### config.mk
export PLATFORM = sky130hd
export DESIGN_NAME = condUnit
export DESIGN_NICKNAME = d
export VERILOG_FILES = /design/src/common/armPkg.sv /design/src/control/condUnit.sv
export VERILOG_INCLUDE_DIRS = /design/src /design/src/common
export SDC_FILE = /design/constraint.sdc
export NUM_CORES = 1
export LEC_CHECK = 0
export BUFFER_PORTS_ARGS = -buffer_cell sky130_fd_sc_hd__buf_2
export CORE_AREA = 2 2 39 41
export CTS_BUF_LIST = sky130_fd_sc_hd__clkbuf_16
export CTS_CLUSTER_DIAMETER = 200
export DETAILED_ROUTE_END_ITERATION = 8
export DIE_AREA = 0 0 41 43
export PLACE_DENSITY = 0.71
export SKIP_LAST_GASP = 1
export SYNTH_ARGS = -nofsm -noshare
export SYNTH_HDL_FRONTEND = slang
export SYNTH_SLANG_ARGS = --single-unit
### constraint.sdc
create_clock -name clk -period 2.5 [get_ports clk]
set_input_delay 0.125 -clock clk [delete_from_list [all_inputs] [get_ports clk]]
set_output_delay 0.125 -clock clk [all_outputs]
set_load 0.005 [all_outputs]
### src/common/armCore_settings.svh
// Core-wide widths, PC constants and instruction field positions, included by RTL files
`ifndef ARMCORE_SETTINGS_SVH
`define ARMCORE_SETTINGS_SVH

// Data and address width
`define ARM_WORD_W 32

// Stored general registers, R15 is not one of them
`define ARM_REG_COUNT 15

`define ARM_PC_STEP 4
`define ARM_RESET_PC 0

// Index that reads back as PC+8
`define ARM_PC_REG 15

// Low bit of each instruction field
`define ARM_COND_LSB 28
`define ARM_OP_LSB 26
`define ARM_FUNCT_LSB 20
`define ARM_RN_LSB 16
`define ARM_RD_LSB 12
`define ARM_RM_LSB 0

`endif

### src/common/armPkg.sv
// Shared types for the ARM core, imported by every RTL module
`include "armCore_settings.svh"

package armPkg;

   typedef logic [`ARM_WORD_W-1:0] wordT;
   typedef logic [3:0] regIdxT;

   // Instruction class, bits 27:26
   typedef enum logic [1:0] {
      OP_DP  = 2'b00,
      OP_MEM = 2'b01,
      OP_BR  = 2'b10
   } opT;

   typedef enum logic [2:0] {
      ALU_ADD,
      ALU_SUB,
      ALU_AND,
      ALU_ORR,
      ALU_EOR
   } aluOpT;

   typedef enum logic [1:0] {
      IMM_8,    // Data processing immediate
      IMM_12,   // Load/store offset
      IMM_BR24  // Branch offset, word scaled
   } immSrcT;

   // Encodings follow the cond field directly
   typedef enum logic [3:0] {
      COND_EQ, COND_NE, COND_CS, COND_CC,
      COND_MI, COND_PL, COND_VS, COND_VC,
      COND_HI, COND_LS, COND_GE, COND_LT,
      COND_GT, COND_LE, COND_AL
   } condT;

   typedef struct packed {
      logic neg;
      logic zero;
      logic carry;
      logic overflow;
   } flagsT;

endpackage

### src/control/condUnit.sv
// Flags register and condition check that gate the register, memory and PC writes
module condUnit import armPkg::*; (
   input  logic       clk,
   input  logic       reset,
   input  logic       fetchReady,
   input  condT       cond,
   input  flagsT      aluFlags,
   input  logic       regWriteRaw,
   input  logic       memWriteRaw,
   input  logic [1:0] flagWriteRaw,
   input  logic       branch,
   output logic       regWrite,
   output logic       memWrite,
   output logic       pcBranch
);

   logic [1:0] nzFlags;
   logic [1:0] cvFlags;
   flagsT      flags;
   logic       condEx;
   logic       commit;
   logic [1:0] flagWrite;
   logic       ge;

   // Upper half N and Z, lower half C and V
   always_ff @(posedge clk or posedge reset) begin
      if (reset) begin
         nzFlags <= 2'b00;
      end else if (flagWrite[1]) begin
         nzFlags <= {aluFlags.neg, aluFlags.zero};
      end
   end

   always_ff @(posedge clk or posedge reset) begin
      if (reset) begin
         cvFlags <= 2'b00;
      end else if (flagWrite[0]) begin
         cvFlags <= {aluFlags.carry, aluFlags.overflow};
      end
   end

   assign flags = {nzFlags, cvFlags};
   assign ge    = (flags.neg == flags.overflow);

   always_comb begin
      case (cond)
         COND_EQ: condEx = flags.zero;
         COND_NE: condEx = ~flags.zero;
         COND_CS: condEx = flags.carry;
         COND_CC: condEx = ~flags.carry;
         COND_MI: condEx = flags.neg;
         COND_PL: condEx = ~flags.neg;
         COND_VS: condEx = flags.overflow;
         COND_VC: condEx = ~flags.overflow;
         COND_HI: condEx = flags.carry & ~flags.zero;
         COND_LS: condEx = ~flags.carry | flags.zero;
         COND_GE: condEx = ge;
         COND_LT: condEx = ~ge;
         COND_GT: condEx = ge & ~flags.zero;
         COND_LE: condEx = ~ge | flags.zero;
         COND_AL: condEx = 1'b1;
         default: condEx = 1'b0;  // 4'b1111 never executes
      endcase
   end

   assign commit    = condEx & fetchReady & ~reset;  // Nothing changes in a stall or in reset
   assign flagWrite = flagWriteRaw & {2{commit}};
   assign regWrite  = regWriteRaw & commit;
   assign memWrite  = memWriteRaw & commit;
   assign pcBranch  = branch & commit;

   flagsHoldOnStall: assert property (@(posedge clk) disable iff (reset)
      !fetchReady |=> $stable(flags))
      else $error("Flags changed across a stalled cycle");

endmodule

==> flow_summary_export.csv <==
group,metric,value,unit
status,status,"finished clean",
setup_path,cp_max_fo,6,
drt,wire_per_inst,11.76,um
clocking,cts_tree,"done",
pwr,power_frac_comb,29.3,%
pwr,powerDensity,887.4,mW/mm^2
timing,drv_slew,0,
clocking,cts_sinks,4,
timing,rsz0062_at_grt,"no",
pwr,ir_drop,0.4857,mV
pwr,p_sw,152.4,uW
pwr,p_leak,0.3056,nW
pwr,p_sw_share,27.56,%
placed_design,place.gp.congestion,0.7199,
placed_design,place_inst,82,
pwr,p_int,400.5,uW
placed_design,io_buffers,18,
clocking,post_cts_buffers,0,
drt,drtAntennaViolNets,0,
synth,synth_cells,52,
global_routing,antenna_found_initial,0,
final_layout,instances_no_fill,86,
run,maxCapViolCount,0,
global_routing,grt_pass1_wl,1738,um
final_layout,layout-drive-gt1-share,44.29,%
drt,via_per_inst,5.465,
drt,dr_wl_met3,58,um
clocking,clock_latency,220,ps
final_layout,nFillCells,148,
setup_path,arrival,2000,ps
timing,tns,0,ps
clocking,cts.clk_slew.worst_paths,30,ps
setup_path,critPathKind,"flop to primary output",
global_routing,grt_pass1_vias,441,
synth,synth_seq_area_share,21.33,%
global_routing,grt_max_degree,14,
global_routing,grt_usage,14.60,%
timing,max_freq,0.4699,GHz
final_layout,antenna_cells,0,
final_layout,synthToLayoutAreaGrowth,32.80,%
floorplanning,core,0.001384,mm^2
clocking,hold_buffers,1,
setup_path,cp-end-kind,"primary output",
timing,finalHoldViolations,0,
synth,syn_area_per_cell,9.023,um^2
synth,syn_nets,68,
pwr,p_clk_share,44.6,%
synth,synth_cell_types,31,
timing,finClkSkew,2.613,ps
worst_hold_path,holdCritPathClass,"input pin to flop",
placed_design,dp_hpwl,768.5,um
floorplanning,die_w,41,um
synth,synth-seq-cells,4,
synth,syn_area,469.2,um^2
drt,vias,470,
floorplanning,io_pins,19,
drt,wl_met2,480,um
timing,fin_crit_sh,85.12,%
timing,tightest_slew,415.4,ps
clocking,cts-resized-gates,0,
clocking,root_buffer,"clkbuf_16",
setup_path,cp-start-kind,"flop",
pwr,power_frac_seq,26.1,%
final_layout,layout_commonest_cell,"buf_2",
timing,maxSlewHeadroom,72.12,%
drt,wl_met1,433,um
floorplanning,die_y,43,um
floorplanning,die_area,0.001763,mm^2
drt,dr.max_layer_used,"met4",
drt,dr.pass1.iters,4,
global_routing,grt-ovfl-total,0,
timing,setup_viol,0,
timing,min_period,2128,ps
drt,drcViolationCount,0,
clocking,cts_buffer_depth,2,
clocking,cts_made_buffers,3,
synth,yosysWarnings,0,
final_layout,layout_common_cells,"18 x buf_2, 4 x and3_1, 4 x mux2_2, 4 x dfrtp_1",
setup_path,required,2380,ps
floorplanning,row_count,14,
final_layout,nets,88,
floorplanning,initial_utilization,33.91,%
drt,routed_wl,1011,um
clocking,cts_max_level,1,
drt,drtIter0Drc,10,
## registers in the layout, summed over array words and instances, names as in the netlist
signal	flops
cvFlags	2
nzFlags	2
## metal layers
| metal | GRT usage [%] | vias up |
|---|---|---|
| met2 | 22.19 | 16 |
| met3 | 3.141 | 5 |
| li1 | - | 237 |
| met4 | 12.00 | 0 |
| met1 | 16.23 | 212 |
| met5 | 0 | - |
## cell type report
class | count | area [um^2] | share of cell area [%]
clock buffers | 3 | 75.07 | 12.05
inverters | 3 | 11.26 | 1.807
flip-flops and latches | 4 | 100.1 | 16.06
well taps | 16 | 20.02 | 3.213
multi-input cells | 41 | 316.6 | 50.80
repair buffers | 19 | 100.1 | 16.06
## cells in the mapped netlist, drive strengths merged
cell type | count | area (um^2)
mux2i | 2 | 20.02
or3 | 2 | 13.77
buf | 4 | 41.29
nand3b | 3 | 22.52
o31ai | 2 | 15.01
a311oi | 1 | 8.760
nand4b | 1 | 8.760
or3b | 2 | 17.52
o22ai | 1 | 6.260
mux2 | 5 | 56.30
o21ai | 2 | 10.00
a21oi | 2 | 10.01
xnor2 | 1 | 8.760
and3 | 5 | 32.53
dfrtp | 4 | 100.1
nor2 | 1 | 3.750
and3b | 1 | 10.01
and2 | 2 | 12.51
a31oi | 1 | 6.260
nand3 | 1 | 5.000
nand4 | 1 | 6.260
o32ai | 2 | 17.52
inv | 3 | 11.26
a211o | 1 | 8.760
and4bb | 1 | 12.51
nand2 | 1 | 3.750
## final timing paths
| kind | from | to | slack [ps] | cells past startpoint |
|---|---|---|---|---|
| worst max-delay path | nzFlags[1] | regWrite | 370 | 6 |
| worst min-delay path | aluFlags[1] | cvFlags[1] | 140 | 2 |
| worst max register to register | nzFlags[1] | nzFlags[1] | 550 | 5 |
| worst min register to register | cvFlags[1] | cvFlags[1] | 590 | 1 |
| max in group asynchronous | reset | nzFlags[0] | 2000 | 3 |
| min in group asynchronous | reset | cvFlags[1] | 330 | 3 |
## power groups by stage
stage	Combinational [mW]	Sequential [mW]	Clock [mW]
3_5_place_dp	0.161	0.145	0
5_1_grt	0.182	0.150	0.258
4_1_cts	0.163	0.144	0.252
6_report	0.162	0.144	0.246
3_3_place_gp	0.157	0.142	0
2_1_floorplan	0.138	0.131	0
## critical path: stages, from the launching register on
cell and delay (ps):
dfrtp_1 420, xnor2_1 270, o22ai_1 110, a211o_1 260, or3_1 410, and3_1 190
buf_2 120
## cell families after synthesis
| kind of cell | share of synthesized area, % |
|---|---|
| compound gates | 17.60 |
| buf+inv | 11.20 |
| simple gates | 31.73 |
| flops | 21.33 |
| mux | 16.27 |
| xor+xnor | 1.867 |
## stage by stage
stage	hold WS [ps]	area [um^2]	worst slack [ps]	power, mW	utilization, %
finish	135.3	623.1	371.9	0.5529	45.03
global route	136.1	623.1	228.2	0.5903	45.03
CTS	135.8	623.1	373.1	0.5584	45.03
detailed placement	21.41	538.0	589.3	0.3052	38.88
global placement	19.15	538.0	624.1	0.2994	38.88
floorplan	-103.6	469.2	734.6	0.2686	-
(Power assumes the default switching activity.)
